`config.mk`:
```
export PLATFORM = sky130hd
export DESIGN_NAME = socket_mem_bridge
export DESIGN_NICKNAME = d
export VERILOG_FILES = /design/src/design/l1_mem_pkg.sv /design/src/design/l1_mem_ifs.sv /design/src/design/l1_mem_arb.sv /design/src/design/l1_mem_adapter.sv /design/src/design/axi_lite_master.sv /design/src/design/socket_mem_bridge.sv
export VERILOG_INCLUDE_DIRS = /design/src /design/src/design
export SDC_FILE = /design/constraint.sdc
export NUM_CORES = 1
export LEC_CHECK = 0
export BUFFER_PORTS_ARGS = -buffer_cell sky130_fd_sc_hd__buf_2
export CORE_AREA = 5 5 150 152
export DETAILED_ROUTE_END_ITERATION = 8
export DIE_AREA = 0 0 155 157
export PLACE_DENSITY_LB_ADDON = 0.1
export SYNTH_ARGS = -nofsm -noshare
export SYNTH_HDL_FRONTEND = slang
export SYNTH_HIERARCHICAL = 1
export SYNTH_SLANG_ARGS = --single-unit
```
`constraint.sdc`:
```
create_clock -name clk -period 3.8 [get_ports clk]
set_clock_uncertainty 0.1 [all_clocks]
set_input_delay 0.76 -clock clk [delete_from_list [all_inputs] [get_ports clk]]
set_output_delay 0.76 -clock clk [all_outputs]
set_load 0.01 [all_outputs]
```
`src/design/l1_mem_config.svh`:
```
// Fixed widths and depths of the L1 memory bridge
`ifndef L1_MEM_CONFIG_SVH
`define L1_MEM_CONFIG_SVH

// Byte address
`define L1_ADDR_W 32

// Client word and bus beat
`define L1_WORD_W 32
`define AXI_DATA_W 64

// Reads in flight between adapter and AXI slave
`define RD_TRACK_DEPTH 4

`endif

```
`src/design/l1_mem_pkg.sv`:
```
// Shared vector types and write FSM encoding of the L1 memory bridge
`default_nettype none

`include "l1_mem_config.svh"

package l1_mem_pkg;

    // Client side
    typedef logic [`L1_ADDR_W-1:0]     addr_t;
    typedef logic [`L1_WORD_W-1:0]     word_t;
    typedef logic [`L1_WORD_W/8-1:0]   word_strb_t;

    // Bus side
    typedef logic [`AXI_DATA_W-1:0]    beat_t;
    typedef logic [`AXI_DATA_W/8-1:0]  beat_strb_t;

    // 0 is the instruction cache, 1 the data cache
    typedef logic src_t;

    typedef enum logic [1:0] {
        WR_IDLE,
        WR_SEND,
        WR_RESP
    } wr_state_e;

endpackage

`default_nettype wire

```
`src/design/l1_mem_ifs.sv`:
```
// Word and beat request/response channels between the bridge stages
`default_nettype none

// Arbiter to width adapter, 32-bit words tagged with their source
interface mem_word_if;
    logic                    req_valid;
    logic                    req_rw;
    l1_mem_pkg::addr_t       req_addr;
    l1_mem_pkg::word_strb_t  req_byteen;
    l1_mem_pkg::word_t       req_data;
    l1_mem_pkg::src_t        req_src;
    logic                    req_ready;

    logic                    rsp_valid;
    l1_mem_pkg::word_t       rsp_data;
    l1_mem_pkg::src_t        rsp_src;
    logic                    rsp_ready;

    modport arb (
        output req_valid, req_rw, req_addr, req_byteen, req_data, req_src,
        input  req_ready,
        input  rsp_valid, rsp_data, rsp_src,
        output rsp_ready
    );

    modport adapter (
        input  req_valid, req_rw, req_addr, req_byteen, req_data, req_src,
        output req_ready,
        output rsp_valid, rsp_data, rsp_src,
        input  rsp_ready
    );
endinterface

// Width adapter to AXI master, 64-bit beats
interface mem_beat_if;
    logic                    req_valid;
    logic                    req_rw;
    l1_mem_pkg::addr_t       req_addr;
    l1_mem_pkg::beat_strb_t  req_strb;
    l1_mem_pkg::beat_t       req_data;
    logic                    req_ready;

    logic                    rsp_valid;
    l1_mem_pkg::beat_t       rsp_data;
    logic                    rsp_ready;

    modport adapter (
        output req_valid, req_rw, req_addr, req_strb, req_data,
        input  req_ready,
        input  rsp_valid, rsp_data,
        output rsp_ready
    );

    modport master (
        input  req_valid, req_rw, req_addr, req_strb, req_data,
        output req_ready,
        output rsp_valid, rsp_data,
        input  rsp_ready
    );
endinterface

`default_nettype wire

```
`src/design/l1_mem_arb.sv`:
```
// Fixed-priority merge of the instruction and data cache clients
`default_nettype none

module l1_mem_arb (
    // Instruction cache, reads only
    input  wire                     ic_req_valid,
    input  l1_mem_pkg::addr_t       ic_req_addr,
    output logic                    ic_req_ready,
    output logic                    ic_rsp_valid,
    output l1_mem_pkg::word_t       ic_rsp_data,
    input  wire                     ic_rsp_ready,

    // Data cache
    input  wire                     dc_req_valid,
    input  wire                     dc_req_rw,
    input  l1_mem_pkg::addr_t       dc_req_addr,
    input  l1_mem_pkg::word_strb_t  dc_req_byteen,
    input  l1_mem_pkg::word_t       dc_req_data,
    output logic                    dc_req_ready,
    output logic                    dc_rsp_valid,
    output l1_mem_pkg::word_t       dc_rsp_data,
    input  wire                     dc_rsp_ready,

    mem_word_if.arb                 down
);

    //////////////////////////////////////////////////
    // Request side

    // Instruction cache wins whenever it asks
    assign down.req_valid  = ic_req_valid || dc_req_valid;
    assign down.req_src    = l1_mem_pkg::src_t'(!ic_req_valid);
    assign down.req_rw     = ic_req_valid ? 1'b0 : dc_req_rw;
    assign down.req_addr   = ic_req_valid ? ic_req_addr : dc_req_addr;
    assign down.req_byteen = ic_req_valid ? '1 : dc_req_byteen;
    assign down.req_data   = dc_req_data;

    assign ic_req_ready = down.req_ready;
    assign dc_req_ready = down.req_ready && !ic_req_valid;

    //////////////////////////////////////////////////
    // Response side

    // Source tag comes back from the adapter's tracking FIFO
    assign ic_rsp_valid = down.rsp_valid && (down.rsp_src == 1'b0);
    assign dc_rsp_valid = down.rsp_valid && (down.rsp_src == 1'b1);
    assign ic_rsp_data  = down.rsp_data;
    assign dc_rsp_data  = down.rsp_data;

    assign down.rsp_ready = down.rsp_src ? dc_rsp_ready : ic_rsp_ready;

endmodule

`default_nettype wire

```
`src/design/l1_mem_adapter.sv`:
```
// Word to beat lane steering with in-order read lane tracking
`default_nettype none

`include "l1_mem_config.svh"

module l1_mem_adapter (
    input  wire          clk,
    input  wire          arst_n,
    mem_word_if.adapter  up,
    mem_beat_if.adapter  down
);

    // Byte offset bits inside one beat; the top one selects the lane
    localparam int BEAT_OFF = $clog2(`AXI_DATA_W / 8);
    localparam int LANE_BIT = BEAT_OFF - 1;
    localparam int PTR_W    = $clog2(`RD_TRACK_DEPTH);

    logic              lane;
    logic              trk_full;
    logic              trk_push;
    logic              trk_pop;
    logic [PTR_W-1:0]  wr_ptr;
    logic [PTR_W-1:0]  rd_ptr;
    logic [PTR_W:0]    trk_cnt;

    logic              lane_mem [`RD_TRACK_DEPTH];
    l1_mem_pkg::src_t  src_mem  [`RD_TRACK_DEPTH];

    //////////////////////////////////////////////////
    // Request steering

    assign lane = up.req_addr[LANE_BIT];

    // Reads stall when no tracking slot is left
    assign down.req_valid = up.req_valid && !(trk_full && !up.req_rw);
    assign up.req_ready   = down.req_ready && !(trk_full && !up.req_rw);

    assign down.req_rw   = up.req_rw;
    assign down.req_addr = {up.req_addr[`L1_ADDR_W-1:BEAT_OFF], {BEAT_OFF{1'b0}}};
    assign down.req_strb = lane ? {up.req_byteen, {(`L1_WORD_W/8){1'b0}}}
                                : {{(`L1_WORD_W/8){1'b0}}, up.req_byteen};
    assign down.req_data = {2{up.req_data}};

    //////////////////////////////////////////////////
    // Read tracking FIFO

    assign trk_full = (trk_cnt == (PTR_W+1)'(`RD_TRACK_DEPTH));
    assign trk_push = up.req_valid && up.req_ready && !up.req_rw;
    assign trk_pop  = down.rsp_valid && down.rsp_ready;

    always_ff @(posedge clk) begin
        if (trk_push) begin
            lane_mem[wr_ptr] <= lane;
            src_mem[wr_ptr]  <= up.req_src;
        end
    end

    // Depth is a power of two, pointers wrap on their own
    always_ff @(posedge clk or negedge arst_n) begin
        if (!arst_n) begin
            wr_ptr  <= '0;
            rd_ptr  <= '0;
            trk_cnt <= '0;
        end else begin
            if (trk_push) begin
                wr_ptr <= wr_ptr + 1'b1;
            end
            if (trk_pop) begin
                rd_ptr <= rd_ptr + 1'b1;
            end
            case ({trk_push, trk_pop})
                2'b10:   trk_cnt <= trk_cnt + 1'b1;
                2'b01:   trk_cnt <= trk_cnt - 1'b1;
                default: trk_cnt <= trk_cnt;
            endcase
        end
    end

    //////////////////////////////////////////////////
    // Response lane select

    assign up.rsp_valid   = down.rsp_valid;
    assign up.rsp_data    = lane_mem[rd_ptr] ? down.rsp_data[`AXI_DATA_W-1:`L1_WORD_W]
                                             : down.rsp_data[`L1_WORD_W-1:0];
    assign up.rsp_src     = src_mem[rd_ptr];
    assign down.rsp_ready = up.rsp_ready;

endmodule

`default_nettype wire

```
`src/design/axi_lite_master.sv`:
```
// AXI4-Lite master with one registered write and a pipelined read slot
`default_nettype none

`include "l1_mem_config.svh"

module axi_lite_master (
    input  wire                     clk,
    input  wire                     arst_n,
    mem_beat_if.master              up,

    // Write address and data
    output logic                    awvalid,
    input  wire                     awready,
    output l1_mem_pkg::addr_t       awaddr,
    output logic                    wvalid,
    input  wire                     wready,
    output l1_mem_pkg::beat_t       wdata,
    output l1_mem_pkg::beat_strb_t  wstrb,

    // Write response, status not checked
    input  wire                     bvalid,
    output logic                    bready,
    input  wire [1:0]               bresp,

    // Read address
    output logic                    arvalid,
    input  wire                     arready,
    output l1_mem_pkg::addr_t       araddr,

    // Read response, status not checked
    input  wire                     rvalid,
    output logic                    rready,
    input  l1_mem_pkg::beat_t       rdata,
    input  wire [1:0]               rresp,

    output logic                    busy
);

    localparam int CNT_W = $clog2(`RD_TRACK_DEPTH + 1);

    l1_mem_pkg::wr_state_e  wr_state;
    logic [CNT_W-1:0]       rd_cnt;
    logic                   ar_free;
    logic                   wr_ok;
    logic                   rd_ok;
    logic                   wr_accept;
    logic                   rd_accept;
    logic                   ar_fire;
    logic                   r_fire;

    // Reads wait behind a pending write, writes wait for all reads to drain
    assign ar_free = !arvalid || arready;
    assign wr_ok   = (wr_state == l1_mem_pkg::WR_IDLE) && !arvalid && (rd_cnt == '0);
    assign rd_ok   = (wr_state == l1_mem_pkg::WR_IDLE) && ar_free;

    assign up.req_ready = up.req_rw ? wr_ok : rd_ok;
    assign wr_accept    = up.req_valid && up.req_rw && wr_ok;
    assign rd_accept    = up.req_valid && !up.req_rw && rd_ok;

    //////////////////////////////////////////////////
    // Write FSM

    always_ff @(posedge clk or negedge arst_n) begin
        if (!arst_n) begin
            wr_state <= l1_mem_pkg::WR_IDLE;
            awvalid  <= 1'b0;
            wvalid   <= 1'b0;
        end else begin
            case (wr_state)
                l1_mem_pkg::WR_IDLE: begin
                    if (wr_accept) begin
                        awvalid  <= 1'b1;
                        wvalid   <= 1'b1;
                        wr_state <= l1_mem_pkg::WR_SEND;
                    end
                end
                l1_mem_pkg::WR_SEND: begin
                    // AW and W may complete in either order
                    awvalid <= awvalid && !awready;
                    wvalid  <= wvalid && !wready;
                    if ((!awvalid || awready) && (!wvalid || wready)) begin
                        wr_state <= l1_mem_pkg::WR_RESP;
                    end
                end
                l1_mem_pkg::WR_RESP: begin
                    if (bvalid) begin
                        wr_state <= l1_mem_pkg::WR_IDLE;
                    end
                end
                default: wr_state <= l1_mem_pkg::WR_IDLE;
            endcase
        end
    end

    always_ff @(posedge clk) begin
        if (wr_accept) begin
            awaddr <= up.req_addr;
            wdata  <= up.req_data;
            wstrb  <= up.req_strb;
        end
        if (rd_accept) begin
            araddr <= up.req_addr;
        end
    end

    assign bready = (wr_state == l1_mem_pkg::WR_RESP);

    //////////////////////////////////////////////////
    // Read slot and in-flight count

    assign ar_fire = arvalid && arready;
    assign r_fire  = rvalid && rready;

    always_ff @(posedge clk or negedge arst_n) begin
        if (!arst_n) begin
            arvalid <= 1'b0;
            rd_cnt  <= '0;
        end else begin
            if (ar_free) begin
                arvalid <= rd_accept;
            end
            case ({ar_fire, r_fire})
                2'b10:   rd_cnt <= rd_cnt + 1'b1;
                2'b01:   rd_cnt <= rd_cnt - 1'b1;
                default: rd_cnt <= rd_cnt;
            endcase
        end
    end

    assign up.rsp_valid = rvalid;
    assign up.rsp_data  = rdata;
    assign rready       = up.rsp_ready;

    assign busy = (wr_state != l1_mem_pkg::WR_IDLE) || arvalid || (rd_cnt != '0);

endmodule

`default_nettype wire

```
`src/design/socket_mem_bridge.sv`:
```
// Socket memory bridge from two L1 client ports to one AXI4-Lite master
`default_nettype none

module socket_mem_bridge (
    input  wire                     clk,
    input  wire                     arst_n,

    // Instruction cache client
    input  wire                     ic_req_valid,
    input  l1_mem_pkg::addr_t       ic_req_addr,
    output logic                    ic_req_ready,
    output logic                    ic_rsp_valid,
    output l1_mem_pkg::word_t       ic_rsp_data,
    input  wire                     ic_rsp_ready,

    // Data cache client
    input  wire                     dc_req_valid,
    input  wire                     dc_req_rw,
    input  l1_mem_pkg::addr_t       dc_req_addr,
    input  l1_mem_pkg::word_strb_t  dc_req_byteen,
    input  l1_mem_pkg::word_t       dc_req_data,
    output logic                    dc_req_ready,
    output logic                    dc_rsp_valid,
    output l1_mem_pkg::word_t       dc_rsp_data,
    input  wire                     dc_rsp_ready,

    // AXI4-Lite master
    output logic                    awvalid,
    input  wire                     awready,
    output l1_mem_pkg::addr_t       awaddr,
    output logic                    wvalid,
    input  wire                     wready,
    output l1_mem_pkg::beat_t       wdata,
    output l1_mem_pkg::beat_strb_t  wstrb,
    input  wire                     bvalid,
    output logic                    bready,
    input  wire [1:0]               bresp,
    output logic                    arvalid,
    input  wire                     arready,
    output l1_mem_pkg::addr_t       araddr,
    input  wire                     rvalid,
    output logic                    rready,
    input  l1_mem_pkg::beat_t       rdata,
    input  wire [1:0]               rresp,

    output logic                    busy
);

    mem_word_if word_bus ();
    mem_beat_if beat_bus ();

    l1_mem_arb u_arb (
        .ic_req_valid  (ic_req_valid),
        .ic_req_addr   (ic_req_addr),
        .ic_req_ready  (ic_req_ready),
        .ic_rsp_valid  (ic_rsp_valid),
        .ic_rsp_data   (ic_rsp_data),
        .ic_rsp_ready  (ic_rsp_ready),
        .dc_req_valid  (dc_req_valid),
        .dc_req_rw     (dc_req_rw),
        .dc_req_addr   (dc_req_addr),
        .dc_req_byteen (dc_req_byteen),
        .dc_req_data   (dc_req_data),
        .dc_req_ready  (dc_req_ready),
        .dc_rsp_valid  (dc_rsp_valid),
        .dc_rsp_data   (dc_rsp_data),
        .dc_rsp_ready  (dc_rsp_ready),
        .down          (word_bus.arb)
    );

    l1_mem_adapter u_adapter (
        .clk    (clk),
        .arst_n (arst_n),
        .up     (word_bus.adapter),
        .down   (beat_bus.adapter)
    );

    axi_lite_master u_axi (
        .clk     (clk),
        .arst_n  (arst_n),
        .up      (beat_bus.master),
        .awvalid (awvalid),
        .awready (awready),
        .awaddr  (awaddr),
        .wvalid  (wvalid),
        .wready  (wready),
        .wdata   (wdata),
        .wstrb   (wstrb),
        .bvalid  (bvalid),
        .bready  (bready),
        .bresp   (bresp),
        .arvalid (arvalid),
        .arready (arready),
        .araddr  (araddr),
        .rvalid  (rvalid),
        .rready  (rready),
        .rdata   (rdata),
        .rresp   (rresp),
        .busy    (busy)
    );

endmodule

`default_nettype wire

```
# Word-level counts from Yosys, hierarchy flattened
# Memory sizes are Yosys's and may differ from the RTL's.
# Cells that the tools add are included.
totals:
  output_inout_bits: 210
  elab_cells: 92
  n_memories: 2
  inputBits: 180
  register_bits: 145
  ram_bits: 8
op_classes:
  reduce_logical: 43
  addsub: 6
  bitwise: 1
  n_mux: 17
  eq_ne: 10
memory_table:
  columns: ["name", "words", "word_bits", "rd", "rd_clocked_by_memory_dff", "write_ports", "line_no", "source"]
  rows:
  - ["u_adapter.lane_mem", 4, 1, 1, 0, 1, "l1_mem_adapter.sv:26", "logic lane_mem [`RD_TRACK_DEPTH];"]
  - ["u_adapter.src_mem", 4, 1, 1, 0, 1, "l1_mem_adapter.sv:27", "l1_mem_pkg::src_t src_mem [`RD_TRACK_DEPTH];"]
op_table:
  columns: ["op", "count"]
  rows:
  - ["32-bit 2-to-1 mux", 2]
  - ["1-bit logical AND", 20]
  - ["3-bit one-hot mux with 2 select lines", 2]
  - ["1-bit logical NOT", 8]
  - ["2-bit nonzero test", 4]
  - ["3-bit by 1-bit adder with 3-bit output, second input constant", 2]
  - ["2-bit by 1-bit equality test with 1-bit output, second input constant", 3]
  - ["2-bit equality test, second input constant", 3]
  - ["1-bit logical OR", 6]
  - ["1-bit 2-to-1 mux", 6]
  - ["2-bit 2-to-1 mux", 3]
  - ["2-bit one-hot mux with 3 select lines", 1]
  - ["3-bit by 1-bit subtractor with 3-bit output, second input constant", 2]
  - ["2-bit by 1-bit adder with 2-bit output, second input constant", 2]
  - ["4-bit 2-to-1 mux", 1]
  - ["2-bit by 1-bit inequality test with 1-bit output, second input constant", 2]
  - ["1-bit one-hot mux with 2 select lines", 2]
  - ["3-bit equality test, second input constant", 1]
  - ["3-bit logical NOT", 1]
  - ["3-bit AND reduction", 1]
  - ["3-bit nonzero test", 1]
  - ["2-bit logical NOT", 1]
  - ["2-bit inequality test, second input constant", 1]
  - ["2-bit AND reduction", 1]
  - ["1-bit inverter", 1]

# Logic depth before layout (Yosys ltp)
# Gate-level depths: netlist of the first run.
logic_depth:
  ltp_word: 9
  mapped_depth: 14
  mapped_depth_nobuf: 11

# Cells and area by module
# Netlist of the first run, hierarchy kept.
by_module_without_submodules:
  columns: ["module", "cells_each", "seq_area_each_um2", "area_per_inst_um2", "n_inst"]
  rows:
  - ["axi_lite_master", 242, 4284.1, 5008.6, 1]
  - ["l1_mem_adapter", 195, 415.4, 2068.2, 1]
  - ["l1_mem_arb", 144, 0.0, 1204.9, 1]

# Worst setup path before layout of the first run
# Ideal clock, no wire load.
synth_timing:
  kind: "input port to flip-flop"
  startpoint: "input ic_req_valid"
  endpoint: "register, netlist name u_axi/araddr[0]"
  stages: 6
  setup_time_ps: 421
  n_path_buf: 1
  setup_slack_ps: 602
  t_required_ps: 3279
  t_arrival_ps: 2677
  cell_sequence: "buf_6 nor2b_1 nor2_1 nor2b_1 nand2b_1 nor2_1"
synth_rtl:
  columns: ["element", "line_no", "source"]
  rows:
  - ["from (decl)", "socket_mem_bridge.sv:9", "input wire ic_req_valid,"]

# Final worst setup path of the first run
layout_timing:
  startpoint: "register u_adapter.rd_ptr[1]"
  endpoint: "output ic_rsp_data[28]"
layout_between:
  elab_chain_cells: 2
layout_rtl:
  columns: ["element", "line_no", "source"]
  rows:
  - ["from (decl)", "l1_mem_adapter.sv:23", "logic [PTR_W-1:0] rd_ptr;"]
  - ["from (signal assigned)", "l1_mem_adapter.sv:69", "rd_ptr <= rd_ptr + 1'b1;"]
  - ["memory read 4 x 1 bit", null, null]
  - ["32-bit 2-to-1 mux", "l1_mem_adapter.sv:83", "assign up.rsp_data = lane_mem[rd_ptr] ? down.rsp_data[`AXI_DATA_W-1:`L1_WORD_W]"]
  - ["to (decl)", "socket_mem_bridge.sv:13", "output l1_mem_pkg::word_t ic_rsp_data,"]
# No other way between the ends.

==> report_table.html, run 1 <==
<table>
<tr><th>Metric</th><th>Value</th></tr>
<tr><th colspan="2">Status</th></tr>
<tr><td>Result of the run</td><td>finished, final reports clean</td></tr>
<tr><th colspan="2">Die</th></tr>
<tr><td>Core ar.</td><td>20900 sq um</td></tr>
<tr><td>Initial Util</td><td>39.5%</td></tr>
<tr><td>Die Outline Area</td><td>24300 sq um</td></tr>
<tr><td>Row count</td><td>53</td></tr>
<tr><td>Width of the chip</td><td>155 microns</td></tr>
<tr><td>Die height</td><td>about 160 microns</td></tr>
<tr><td>I/O Pins</td><td>390</td></tr>
<tr><th colspan="2">Timing</th></tr>
<tr><td>Tmin final</td><td>approximately 3.0 ns</td></tr>
<tr><td>Final cycle utilization of the critical path</td><td>between 70% and 80%</td></tr>
<tr><td>Final count of negative-setup-slack endpoints</td><td>0</td></tr>
<tr><td>Slew of the pin with the lowest slew margin</td><td>0.577 ns</td></tr>
<tr><td>Final slew viol count</td><td>0</td></tr>
<tr><td>Highest clock frequency the design can meet</td><td>329 MHz</td></tr>
<tr><td>Unrepaired setup endpoints after global routing</td><td>false</td></tr>
<tr><td>Setup TNS</td><td>0 ns</td></tr>
<tr><td>Headroom to the max-slew limit</td><td>61.5%</td></tr>
<tr><td>Hold violation total from the final report</td><td>0</td></tr>
<tr><th colspan="2">Route</th></tr>
<tr><td>Initial DRC count</td><td>207</td></tr>
<tr><td>Routed via count divided by cell count</td><td>4.21</td></tr>
<tr><td>Avg WL per Cell</td><td>17.5 microns</td></tr>
<tr><td>Number of search-and-repair iterations in the first detailed-routing pass</td><td>4</td></tr>
<tr><td>Antenna Violating Nets Remaining</td><td>0</td></tr>
<tr><td>Total via count in the routed design</td><td>~4.2k</td></tr>
<tr><td>Wire length after detailed routing</td><td>17.6 mm</td></tr>
<tr><td>Residual DRC count</td><td>0</td></tr>
<tr><th colspan="2">Critical path</th></tr>
<tr><td>R2r endpoint</td><td>u_adapter/trk_cnt[2]$_DFFE_PN0P_</td></tr>
<tr><td>WP data required</td><td>roughly 3 ns</td></tr>
<tr><td>Worst setup path category</td><td>reg -&gt; out</td></tr>
<tr><td>Source of the worst register-to-register timing path</td><td>u_adapter/rd_ptr[0]$_DFFE_PN0P_</td></tr>
<tr><td>Worst reg-to-reg setup slack</td><td>0.95 ns</td></tr>
<tr><td>Worst r2r path cells</td><td>9</td></tr>
<tr><td>Critical path launch point type</td><td>flip-flop</td></tr>
<tr><td>Peak fanout along the critical path</td><td>32</td></tr>
<tr><td>Critical path endpoint category</td><td>primary output</td></tr>
<tr><td>Signal arrival time at the worst endpoint</td><td>2.18 ns</td></tr>
<tr><td>Critical Path Start</td><td>u_adapter/rd_ptr[1]$_DFFE_PN0P_</td></tr>
<tr><th colspan="2">Clock tree</th></tr>
<tr><td>Post-CTS Setup Inserts</td><td>0</td></tr>
<tr><td>Clock sink count</td><td>159</td></tr>
<tr><td>Clock tree from TritonCTS</td><td>built</td></tr>
<tr><td>Clock tree root driver cell</td><td>sky130_fd_sc_hd__clkbuf_16</td></tr>
<tr><td>Clock insertion delay at the later pin of the skew report</td><td>0.41 ns</td></tr>
<tr><td>Count of hold-fix buffers inserted at cts</td><td>0</td></tr>
<tr><td>Clock transition time at the flip-flop clock pins of the worst setup and hold paths</td><td>0.06 ns</td></tr>
<tr><td>Count of H-tree levels built during CTS</td><td>4</td></tr>
<tr><td>Post-cts resize count</td><td>0</td></tr>
<tr><td>Bufs on Longest Clock Path</td><td>2</td></tr>
<tr><td>Total clock buffers created by CTS</td><td>17</td></tr>
<tr><th colspan="2">Layout</th></tr>
<tr><td>Proportion of layout cells with a drive suffix above 1</td><td>67.3%</td></tr>
<tr><td>Most common cell after layout, fill and taps aside</td><td>sky130_fd_sc_hd__buf_2</td></tr>
<tr><td>Area growth from synthesis to final layout</td><td>9.94%</td></tr>
<tr><td>Finished Core Util</td><td>between 40% and 50%</td></tr>
<tr><td>Number of inserted diodes</td><td>0</td></tr>
<tr><td>Commonest cells after routing, fill and taps aside</td><td>381 x sky130_fd_sc_hd__buf_2, 144 x sky130_fd_sc_hd__edfxtp_1, 34 x sky130_fd_sc_hd__mux2_2</td></tr>
<tr><td>Count of nets after finishing</td><td>roughly 900</td></tr>
<tr><td>Filler Cells Inserted</td><td>a little under 2k</td></tr>
<tr><td>Final Instance Area</td><td>9080 sq um</td></tr>
<tr><th colspan="2">Synth</th></tr>
<tr><td>Count of synthesis-stage warnings from yosys</td><td>6</td></tr>
<tr><td>Number of standard cells after synthesis</td><td>579</td></tr>
<tr><td>Synthesized area divided by synthesized cell count</td><td>14.3 sq um</td></tr>
<tr><td>Post-Syn Area</td><td>8260 sq um</td></tr>
<tr><th colspan="2">Placement</th></tr>
<tr><td>Post-DP HPWL</td><td>14.2 mm</td></tr>
<tr><td>Area after detailed placement</td><td>8500 sq um</td></tr>
<tr><td>Final RePlAce weighted congestion</td><td>0.857</td></tr>
<tr><td>Port Buf Inserts</td><td>381</td></tr>
<tr><th colspan="2">Pwr</th></tr>
<tr><td>Total power after layout</td><td>around 5.5 mW</td></tr>
<tr><td>Power per unit of standard cell area</td><td>approximately 600 nW/um^2</td></tr>
<tr><td>Maximum VDD drop</td><td>315 uV</td></tr>
<tr><td>Leakage power</td><td>4.01 nW</td></tr>
<tr><th colspan="2">GRT</th></tr>
<tr><td>Overall overflow remaining after global route</td><td>0</td></tr>
<tr><td>Global-route wire length before repair</td><td>between 20 and 30 mm</td></tr>
<tr><td>Pin count of the biggest net entering global routing</td><td>53</td></tr>
<tr><td>Global Route Usage Sum</td><td>13.8%</td></tr>
<tr><td>Initial antenna violation count</td><td>3</td></tr>
<tr><td>Number of global-route vias before repair</td><td>between 4k and 5k</td></tr>
<tr><th colspan="2">Run</th></tr>
<tr><td>Max Cap Violations</td><td>0</td></tr>
<tr><th colspan="2">Worst hold path</th></tr>
<tr><td>Worst min-delay path category</td><td>in -&gt; async</td></tr>
</table>
==> flip-flops by register name (all words and copies together), names as in the netlist <==
name	cells
u_axi/wr_state	2
u_axi/wstrb	8
u_axi/rd_cnt	3
u_adapter/wr_ptr	2
u_adapter/lane_mem	4
u_adapter/rd_ptr	2
u_axi/awaddr	32
u_axi/araddr	32
u_axi/wvalid	1
u_adapter/src_mem	4
u_axi/awvalid	1
u_axi/arvalid	1
u_adapter/trk_cnt	3
u_axi/wdata	64
==> worst max-delay path by stage <==
stage	endpoint	cells past startpoint	slack [ns]
after floorplan	u_axi/araddr[0]$_DFFE_PP_	6	0.60
after global placement	u_adapter/trk_cnt[2]$_DFFE_PN0P_	11	0.84
after detailed placement	u_adapter/trk_cnt[2]$_DFFE_PN0P_	11	0.73
after CTS	ic_rsp_data[28]	4	0.70
after global routing	ic_rsp_data[28]	4	0.60
final	ic_rsp_data[28]	4	0.76
==> final cells by class <==
cell class | count | area (sq um) | share of cell area, %
Clock buffer | 17 | 425 | 4.69
Clock inverter | 14 | 156 | 1.72
Inverter | 9 | 33.8 | 0.372
Multi-Input combinational cell | 143 | 1460 | 16.1
Sequential cell | 159 | 4700 | 51.8
Tap cell | 275 | 344 | 3.79
Timing Repair Buffer | 385 | 1960 | 21.6
==> layer usage <==
layer  track usage (%)  up-vias  routed length, microns
met5                 0        -                      34
met4              3.53        6                     189
met3              7.97       22                    2370
met2              25.8      234                    9590
met1              12.9     1970                    5370
li1                  -     1989                       -
==> worst max-delay path, stage by stage (launching register included) <==
cell and delay (ns):
sky130_fd_sc_hd__dfrtp_1 0.43, sky130_fd_sc_hd__mux2i_1 0.22, sky130_fd_sc_hd__mux2_4 0.56, sky130_fd_sc_hd__mux2_2 0.41, sky130_fd_sc_hd__buf_2 0.14
==> power by group <==
part	internal, mW	total [mW]	switching, mW	leakage [nW]
combinational	0.760	1.56	0.800	2.22
clock	0.978	1.67	0.690	0.287
sequential	2.14	2.24	0.100	1.50
==> through the flow <==
| stage | std cells | setup WS (ns) | hold slack (ns) |
|---|---|---|---|
| final | 1002 | 0.762 | 0.153 |
| after global routing | 1002 | 0.604 | 0.156 |
| after CTS | 1002 | 0.705 | 0.147 |
| after detailed placement | 971 | 0.733 | 0.371 |
| after global placement | 971 | 0.839 | 0.350 |
| after floorplan | 581 | 0.602 | 0.333 |
Note: power is estimated with default switching activity, not from simulation.
==> run 2, diff against run 1 <==
Clock period 3.8 ns to 2.9 ns, I/O delays scaled along.
==> report_table.html, run 2 (synthesis results as in run 1) <==
<table>
<tr><th>Metric</th><th>Value</th></tr>
<tr><th colspan="2">Route</th></tr>
<tr><td>Wire length after detailed routing</td><td>18.0 mm (+2.3%)</td></tr>
<tr><td>Number of search-and-repair iterations in the first detailed-routing pass</td><td>4 (unchanged)</td></tr>
<tr><td>Antenna Violating Nets Remaining</td><td>0 (unchanged)</td></tr>
<tr><td>Top layer reached by signal wires</td><td>met5</td></tr>
<tr><td>Residual DRC count</td><td>0 (unchanged)</td></tr>
<tr><td>Met3 WL</td><td>2.25 mm (-4.7%)</td></tr>
<tr><td>Metal2 WL</td><td>9.71 mm (+1.2%)</td></tr>
<tr><td>Total via count in the routed design</td><td>4278 (+1.4%)</td></tr>
<tr><td>Routed metal-1 wirelength</td><td>5.51 mm (+2.6%)</td></tr>
<tr><td>Routed via count divided by cell count</td><td>4.24 (+0.75%)</td></tr>
<tr><td>Initial DRC count</td><td>200 (-3.4%)</td></tr>
<tr><td>Avg WL per Cell</td><td>17.8 microns (+1.7%)</td></tr>
<tr><th colspan="2">Critical path</th></tr>
<tr><td>Worst setup path category</td><td>reg -&gt; out</td></tr>
<tr><td>WP data required</td><td>2.22 ns (-0.72 ns)</td></tr>
<tr><td>Source of the worst register-to-register timing path</td><td>u_adapter/rd_ptr[0]$_DFFE_PN0P_</td></tr>
<tr><td>Critical path launch point type</td><td>flip-flop</td></tr>
<tr><td>Worst reg-to-reg setup slack</td><td>0.22 ns (-0.73 ns)</td></tr>
<tr><td>Largest stage delay on the critical path</td><td>0.44 ns (-0.12 ns)</td></tr>
<tr><td>Worst r2r path cells</td><td>9 (unchanged)</td></tr>
<tr><td>Crit path cell chain</td><td>mux2i_1, mux2_8, mux2_2, buf_2</td></tr>
<tr><td>Peak fanout along the critical path</td><td>32 (unchanged)</td></tr>
<tr><td>Critical path endpoint category</td><td>primary output</td></tr>
<tr><td>Critical Path Start</td><td>u_adapter/rd_ptr[1]$_DFFE_PN0P_</td></tr>
<tr><td>R2r endpoint</td><td>u_adapter/trk_cnt[2]$_DFFE_PN0P_</td></tr>
<tr><td>Signal arrival time at the worst endpoint</td><td>2.10 ns (-0.08 ns)</td></tr>
<tr><td>Cell with the largest stage delay on the worst path</td><td>sky130_fd_sc_hd__dfrtp_1</td></tr>
<tr><th colspan="2">Placement</th></tr>
<tr><td>Final RePlAce weighted congestion</td><td>0.888 (+3.6%)</td></tr>
<tr><td>Post-DP HPWL</td><td>14.4 mm (+1.4%)</td></tr>
<tr><td>Area after detailed placement</td><td>8530 sq um (+0.32%)</td></tr>
<tr><td>Port Buf Inserts</td><td>381 (unchanged)</td></tr>
<tr><th colspan="2">Layout</th></tr>
<tr><td>Most common cell after layout, fill and taps aside</td><td>sky130_fd_sc_hd__buf_2</td></tr>
<tr><td>Most flops, register</td><td>u_axi/wdata</td></tr>
<tr><td>Area growth from synthesis to final layout</td><td>10.8%</td></tr>
<tr><td>Registers with the most flip-flops</td><td>u_axi/wdata x64, u_axi/araddr x32, u_axi/awaddr x32</td></tr>
<tr><td>Final Instance Area</td><td>9150 sq um (+0.79%)</td></tr>
<tr><td>Proportion of layout cells with a drive suffix above 1</td><td>67.6% (+0.36 points)</td></tr>
<tr><td>Number of flip-flops in the largest register</td><td>64 (unchanged)</td></tr>
<tr><td>Count of nets after finishing</td><td>907 (+0.44%)</td></tr>
<tr><td>Finished Core Util</td><td>43.8% (+0.34 points)</td></tr>
<tr><td>Commonest cells after routing, fill and taps aside</td><td>381 x sky130_fd_sc_hd__buf_2, 144 x sky130_fd_sc_hd__edfxtp_1, 34 x sky130_fd_sc_hd__mux2_2</td></tr>
<tr><td>Area occupied by multi-input gates</td><td>1480 sq um (+1.1%)</td></tr>
<tr><td>Filler Cells Inserted</td><td>1943 (-0.31%)</td></tr>
<tr><td>Seq. cell area</td><td>4700 sq um (unchanged)</td></tr>
<tr><th colspan="2">Clock tree</th></tr>
<tr><td>Count of H-tree levels built during CTS</td><td>4 (unchanged)</td></tr>
<tr><td>Clock tree root driver cell</td><td>sky130_fd_sc_hd__clkbuf_16</td></tr>
<tr><td>Total clock buffers created by CTS</td><td>17 (unchanged)</td></tr>
<tr><td>Clock transition time at the flip-flop clock pins of the worst setup and hold paths</td><td>0.07 ns (about the same)</td></tr>
<tr><td>Post-CTS Setup Inserts</td><td>0 (unchanged)</td></tr>
<tr><td>Clock tree from TritonCTS</td><td>built</td></tr>
<tr><td>Clock sink count</td><td>159 (unchanged)</td></tr>
<tr><td>Clock insertion delay at the later pin of the skew report</td><td>0.42 ns (about the same)</td></tr>
<tr><td>Bufs on Longest Clock Path</td><td>2 (unchanged)</td></tr>
<tr><th colspan="2">Worst hold path</th></tr>
<tr><td>Worst min-delay path category</td><td>in -&gt; reg</td></tr>
<tr><td>Min-Delay Path Depth</td><td>1</td></tr>
<tr><td>Source of the worst hold timing path</td><td>dc_req_data[31]</td></tr>
<tr><td>Min-Delay Endpoint</td><td>u_axi/wdata[63]$_DFFE_PP_</td></tr>
<tr><th colspan="2">Die</th></tr>
<tr><td>Initial Util</td><td>39.5% (unchanged)</td></tr>
<tr><td>I/O Pins</td><td>390 (unchanged)</td></tr>
<tr><td>Die Outline Area</td><td>24300 sq um (unchanged)</td></tr>
<tr><td>Core ar.</td><td>20900 sq um (unchanged)</td></tr>
<tr><td>Width of the chip</td><td>155 microns (unchanged)</td></tr>
<tr><td>Die height</td><td>157 microns (unchanged)</td></tr>
<tr><td>Row count</td><td>53 (unchanged)</td></tr>
<tr><th colspan="2">Timing</th></tr>
<tr><td>Hold violation total from the final report</td><td>0 (unchanged)</td></tr>
<tr><td>Final count of negative-setup-slack endpoints</td><td>0 (unchanged)</td></tr>
<tr><td>Highest clock frequency the design can meet</td><td>360 MHz</td></tr>
<tr><td>Unrepaired setup endpoints after global routing</td><td>false</td></tr>
<tr><td>Setup TNS</td><td>0 ns (unchanged)</td></tr>
<tr><td>Tmin final</td><td>2.78 ns</td></tr>
<tr><td>Final slew viol count</td><td>0 (unchanged)</td></tr>
<tr><td>Final cycle utilization of the critical path</td><td>95.7%</td></tr>
<tr><th colspan="2">Pwr</th></tr>
<tr><td>Power per unit of standard cell area</td><td>796 nW/um^2 (+32%)</td></tr>
<tr><td>Maximum VDD drop</td><td>353 uV (+12%)</td></tr>
<tr><td>Total power after layout</td><td>7.28 mW (+33%)</td></tr>
<tr><td>Leakage power</td><td>4.04 nW (+0.92%)</td></tr>
<tr><th colspan="2">GRT</th></tr>
<tr><td>Pin count of the biggest net entering global routing</td><td>46 (-13%)</td></tr>
<tr><td>Global Route Usage Sum</td><td>13.9% (+0.097 points)</td></tr>
<tr><td>Overall overflow remaining after global route</td><td>0 (unchanged)</td></tr>
<tr><td>Global-route wire length before repair</td><td>25.4 mm (+0.80%)</td></tr>
<tr><td>Number of global-route vias before repair</td><td>4546 (+0.78%)</td></tr>
<tr><td>Initial antenna violation count</td><td>3 (unchanged)</td></tr>
<tr><th colspan="2">Run</th></tr>
<tr><td>Max Cap Violations</td><td>0 (unchanged)</td></tr>
<tr><th colspan="2">Status</th></tr>
<tr><td>Result of the run</td><td>finished, final reports clean</td></tr>
</table>
[run 2: power breakdown]
part           internal, mW  switching [mW]  total (mW)
combinational          1.03            1.06        2.10
clock                  1.30           0.950        2.25
sequential             2.81           0.128        2.93
total                  5.14            2.14        7.28
[run 2: repair_timing]
| action | in CTS | in global routing |
|---|---|---|
| gates resized for setup | 1 | 0 |
| setup endpoints to repair | 4 | 0 |
| hold endpoints to repair | 15 | 0 |
| hold buffers | 1 | 0 |
[run 2: critical path, delay by kind of cell (launching register included)]
family,cells,cell delay (ns)
buffers and inverters,1,0.15
DFF,1,0.44
muxes,3,1.07
[run 2: worst max-delay path by stage]
stage / slack, ns / end / cells after the start
CTS: 0.1 / ic_rsp_data[30] / 4
global route: 0.02 / dc_req_ready / 6
global placement: 0.23 / u_adapter/trk_cnt[2]$_DFFE_PN0P_ / 9
detailed placement: 0.21 / u_adapter/trk_cnt[2]$_DFFE_PN0P_ / 9
finish: 0.12 / ic_rsp_data[30] / 4
floorplan: 0.22 / u_axi/rd_cnt[2]$_DFFE_PN0P_ / 9
[run 2: per-layer routing]
metal  global-route usage [%]  vias to the layer above
met2                     26.3                      244
met3                     7.04                       31
li1                         -                     1994
met1                     12.6                     2003
met5                        0                        -
met4                     5.38                        6
[run 2: cell type report]
class	instances	area share [%]
clock inverter	15	1.93
timing repair buffer	389	21.8
clock buffer	17	4.65
multi-input combinational	143	16.1
inverter	9	0.369
sequential	159	51.4
antenna	1	0.0273
tap	275	3.76
[run 2: through the flow]
stage	hold WS, ns	cells	setup slack (ns)
after floorplan	0.184	581	0.223
after global placement	0.353	974	0.232
after detailed placement	0.361	974	0.213
after CTS	0.221	1007	0.0967
after global routing	0.223	1007	0.0235
final	0.250	1008	0.125
==> run 3, diff against run 2 <==
Settings changed: ABC_AREA from default to 1.
==> report_table.html, run 3 <==
<table>
<tr><th>Metric</th><th>Value</th></tr>
<tr><th colspan="2">Pwr</th></tr>
<tr><td>Power Internal</td><td>5.15 mW (+0.13%)</td></tr>
<tr><td>Net Switching</td><td>2.79 mW (+30%)</td></tr>
<tr><td>Net switching share of the total power</td><td>35.2% (+5.8 points)</td></tr>
<tr><td>Combinational Power Share</td><td>34.0% (+5.2 points)</td></tr>
<tr><td>Leakage power</td><td>4.44 nW (+9.8%)</td></tr>
<tr><td>Fraction of power consumed by the clock network</td><td>28.4% (-2.5 points)</td></tr>
<tr><td>Power per unit of standard cell area</td><td>863 nW/um^2 (+8.5%)</td></tr>
<tr><td>Total power after layout</td><td>7.94 mW (+9.0%)</td></tr>
<tr><td>Power share of the sequential group</td><td>37.6% (-2.7 points)</td></tr>
<tr><td>Maximum VDD drop</td><td>396 uV (+12%)</td></tr>
<tr><th colspan="2">Worst hold path</th></tr>
<tr><td>Source of the worst hold timing path</td><td>dc_req_data[7]</td></tr>
<tr><td>Min-Delay Endpoint</td><td>u_axi/wdata[7]$_DFFE_PP_</td></tr>
<tr><td>Min-Delay Path Depth</td><td>1 (unchanged)</td></tr>
<tr><td>Worst min-delay path category</td><td>in -&gt; reg</td></tr>
<tr><th colspan="2">Timing</th></tr>
<tr><td>Highest clock frequency the design can meet</td><td>388 MHz (+7.8%)</td></tr>
<tr><td>Final cycle utilization of the critical path</td><td>88.8% (-6.9 points)</td></tr>
<tr><td>Final slew viol count</td><td>0 (unchanged)</td></tr>
<tr><td>Unrepaired setup endpoints after global routing</td><td>false</td></tr>
<tr><td>Final count of negative-setup-slack endpoints</td><td>0 (unchanged)</td></tr>
<tr><td>Tmin final</td><td>2.57 ns (-0.201 ns)</td></tr>
<tr><td>Hold violation total from the final report</td><td>0 (unchanged)</td></tr>
<tr><td>Setup TNS</td><td>0 ns (unchanged)</td></tr>
<tr><th colspan="2">Synth</th></tr>
<tr><td>Synthesized area divided by synthesized cell count</td><td>10.7 sq um (-25%)</td></tr>
<tr><td>Count of synthesis-stage warnings from yosys</td><td>6 (unchanged)</td></tr>
<tr><td>Post-Syn Area</td><td>8250 sq um (about the same)</td></tr>
<tr><td>Number of standard cells after synthesis</td><td>768 (+33%)</td></tr>
<tr><th colspan="2">Critical path</th></tr>
<tr><td>WP data required</td><td>2.22 ns (about the same)</td></tr>
<tr><td>Peak fanout along the critical path</td><td>3 (-91%)</td></tr>
<tr><td>Worst r2r path cells</td><td>13 (+4)</td></tr>
<tr><td>Signal arrival time at the worst endpoint</td><td>1.89 ns (-0.21 ns)</td></tr>
<tr><td>Worst setup path category</td><td>reg -&gt; out</td></tr>
<tr><td>Critical Path Start</td><td>u_axi/rd_cnt[1]$_DFFE_PN0P_</td></tr>
<tr><td>Source of the worst register-to-register timing path</td><td>u_adapter/rd_ptr[0]$_DFFE_PN0P_</td></tr>
<tr><td>Critical path launch point type</td><td>flip-flop</td></tr>
<tr><td>Worst reg-to-reg setup slack</td><td>0.45 ns (+0.23 ns)</td></tr>
<tr><td>Critical path endpoint category</td><td>primary output</td></tr>
<tr><td>R2r endpoint</td><td>u_adapter/trk_cnt[2]$_DFFE_PN0P_</td></tr>
<tr><th colspan="2">Placement</th></tr>
<tr><td>Port Buf Inserts</td><td>381 (unchanged)</td></tr>
<tr><td>Final RePlAce weighted congestion</td><td>0.769 (-13%)</td></tr>
<tr><td>Post-DP HPWL</td><td>15.7 mm (+9.0%)</td></tr>
<tr><td>Area after detailed placement</td><td>8580 sq um (+0.66%)</td></tr>
<tr><th colspan="2">Layout</th></tr>
<tr><td>Final Instance Area</td><td>9200 sq um (+0.48%)</td></tr>
<tr><td>Registers with the most flip-flops</td><td>u_axi/wdata x64, u_axi/araddr x32, u_axi/awaddr x32</td></tr>
<tr><td>Filler Cells Inserted</td><td>2083 (+7.2%)</td></tr>
<tr><td>Number of flip-flops in the largest register</td><td>64 (unchanged)</td></tr>
<tr><td>Area occupied by multi-input gates</td><td>1360 sq um (-8.1%)</td></tr>
<tr><td>Most flops, register</td><td>u_axi/wdata</td></tr>
<tr><td>Proportion of layout cells with a drive suffix above 1</td><td>48.3% (-19 points)</td></tr>
<tr><td>Commonest cells after routing, fill and taps aside</td><td>381 x sky130_fd_sc_hd__buf_2, 186 x sky130_fd_sc_hd__nand2_1, 144 x sky130_fd_sc_hd__edfxtp_1</td></tr>
<tr><td>Count of nets after finishing</td><td>1093 (+21%)</td></tr>
<tr><td>Most common cell after layout, fill and taps aside</td><td>sky130_fd_sc_hd__buf_2</td></tr>
<tr><td>Area growth from synthesis to final layout</td><td>11.4%</td></tr>
<tr><td>Finished Core Util</td><td>44.0% (+0.21 points)</td></tr>
<tr><td>Seq. cell area</td><td>4700 sq um (unchanged)</td></tr>
<tr><th colspan="2">Die</th></tr>
<tr><td>Die Outline Area</td><td>24300 sq um (unchanged)</td></tr>
<tr><td>Die height</td><td>157 microns (unchanged)</td></tr>
<tr><td>I/O Pins</td><td>390 (unchanged)</td></tr>
<tr><td>Initial Util</td><td>39.5% (about the same)</td></tr>
<tr><td>Width of the chip</td><td>155 microns (unchanged)</td></tr>
<tr><td>Row count</td><td>53 (unchanged)</td></tr>
<tr><td>Core ar.</td><td>20900 sq um (unchanged)</td></tr>
<tr><th colspan="2">Clock tree</th></tr>
<tr><td>Post-CTS Setup Inserts</td><td>0 (unchanged)</td></tr>
<tr><td>Clock tree from TritonCTS</td><td>built</td></tr>
<tr><td>Clock insertion delay at the later pin of the skew report</td><td>0.42 ns (about the same)</td></tr>
<tr><td>Count of H-tree levels built during CTS</td><td>4 (unchanged)</td></tr>
<tr><td>Clock transition time at the flip-flop clock pins of the worst setup and hold paths</td><td>0.07 ns (about the same)</td></tr>
<tr><td>Total clock buffers created by CTS</td><td>17 (unchanged)</td></tr>
<tr><td>Clock tree root driver cell</td><td>sky130_fd_sc_hd__clkbuf_16</td></tr>
<tr><td>Clock sink count</td><td>159 (unchanged)</td></tr>
<tr><td>Bufs on Longest Clock Path</td><td>2 (unchanged)</td></tr>
<tr><th colspan="2">Route</th></tr>
<tr><td>Routed via count divided by cell count</td><td>4.27 (+0.58%)</td></tr>
<tr><td>Initial DRC count</td><td>263 (+32%)</td></tr>
<tr><td>Wire length after detailed routing</td><td>19.8 mm (+10%)</td></tr>
<tr><td>Avg WL per Cell</td><td>16.6 microns (-6.8%)</td></tr>
<tr><td>Number of search-and-repair iterations in the first detailed-routing pass</td><td>4 (unchanged)</td></tr>
<tr><td>Antenna Violating Nets Remaining</td><td>0 (unchanged)</td></tr>
<tr><td>Total via count in the routed design</td><td>5097 (+19%)</td></tr>
<tr><td>Residual DRC count</td><td>0 (unchanged)</td></tr>
<tr><th colspan="2">GRT</th></tr>
<tr><td>Overall overflow remaining after global route</td><td>0 (unchanged)</td></tr>
<tr><td>Number of global-route vias before repair</td><td>4974 (+9.4%)</td></tr>
<tr><td>Initial antenna violation count</td><td>3 (unchanged)</td></tr>
<tr><td>Global Route Usage Sum</td><td>15.6% (+1.7 points)</td></tr>
<tr><td>Global-route wire length before repair</td><td>28.5 mm (+12%)</td></tr>
<tr><td>Pin count of the biggest net entering global routing</td><td>48 (+4.3%)</td></tr>
<tr><th colspan="2">Status</th></tr>
<tr><td>Result of the run</td><td>finished, final reports clean</td></tr>
<tr><th colspan="2">Run</th></tr>
<tr><td>Max Cap Violations</td><td>0 (unchanged)</td></tr>
</table>
==> run 3: through the flow <==
stage	hold slack, ns	setup WS (ns)	cells
CTS	0.222	0.258	1193
floorplan	0.184	-0.375	770
detailed placement	0.360	0.331	1160
finish	0.245	0.325	1194
global placement	0.370	0.354	1160
global route	0.221	0.147	1193
==> run 3: metal layers <==
| layer | vias up | part of all wire [%] | GRT usage (%) |
|---|---|---|---|
| li1 | 2504 | - | - |
| met4 | 6 | 2.1 | 5.47 |
| met5 | - | 0.17 | 0 |
| met2 | 255 | 52 | 27.7 |
| met3 | 33 | 12 | 6.85 |
| met1 | 2299 | 34 | 16.6 |
==> run 3: worst max-delay path, cell delays in order, from the launching register on <==
cell	delay (ns)
sky130_fd_sc_hd__dfrtp_1	0.41
sky130_fd_sc_hd__nor2_1	0.24
sky130_fd_sc_hd__nand3_1	0.15
sky130_fd_sc_hd__o21ai_1	0.14
sky130_fd_sc_hd__inv_1	0.07
sky130_fd_sc_hd__a21oi_1	0.19
sky130_fd_sc_hd__inv_1	0.07
sky130_fd_sc_hd__nor2_1	0.08
sky130_fd_sc_hd__buf_2	0.13
==> run 3: final cells by class <==
cell class / count / share of cell area, %
clock buffer: 17 / 4.63
inverter: 40 / 1.67
multi-input combinational: 292 / 14.7
sequential: 159 / 51.1
tap: 275 / 3.74
clock inverter: 15 / 1.91
timing repair buffer: 395 / 22.2
antenna: 1 / 0.0272
==> run 3: repair_timing <==
item                                    CTS  global route
endpoints found under the setup margin    0             0
hold endpoints to repair                 15             0
hold buffers                              1             0
resized for setup                         0             0
==> run 3: how the worst max path moves through the flow <==
stage,endpoint,cells past startpoint
detailed placement,u_adapter/trk_cnt[2]$_DFFE_PN0P_,14
finish,dc_req_ready,8
global placement,u_adapter/trk_cnt[2]$_DFFE_PN0P_,14
floorplan,u_axi/awaddr[0]$_DFFE_PP_,7
CTS,ic_rsp_data[22],7
global route,ic_rsp_data[26],7
==> run 3: power by group through the flow <==
stage	registers [mW]	clock network [mW]	logic [mW]
CTS	2.99	2.31	2.76
detailed placement	3.03	0	2.75
global route	3.02	2.43	3.00
finish	2.98	2.26	2.70
floorplan	3.13	0	2.45
global placement	3.03	0	2.76
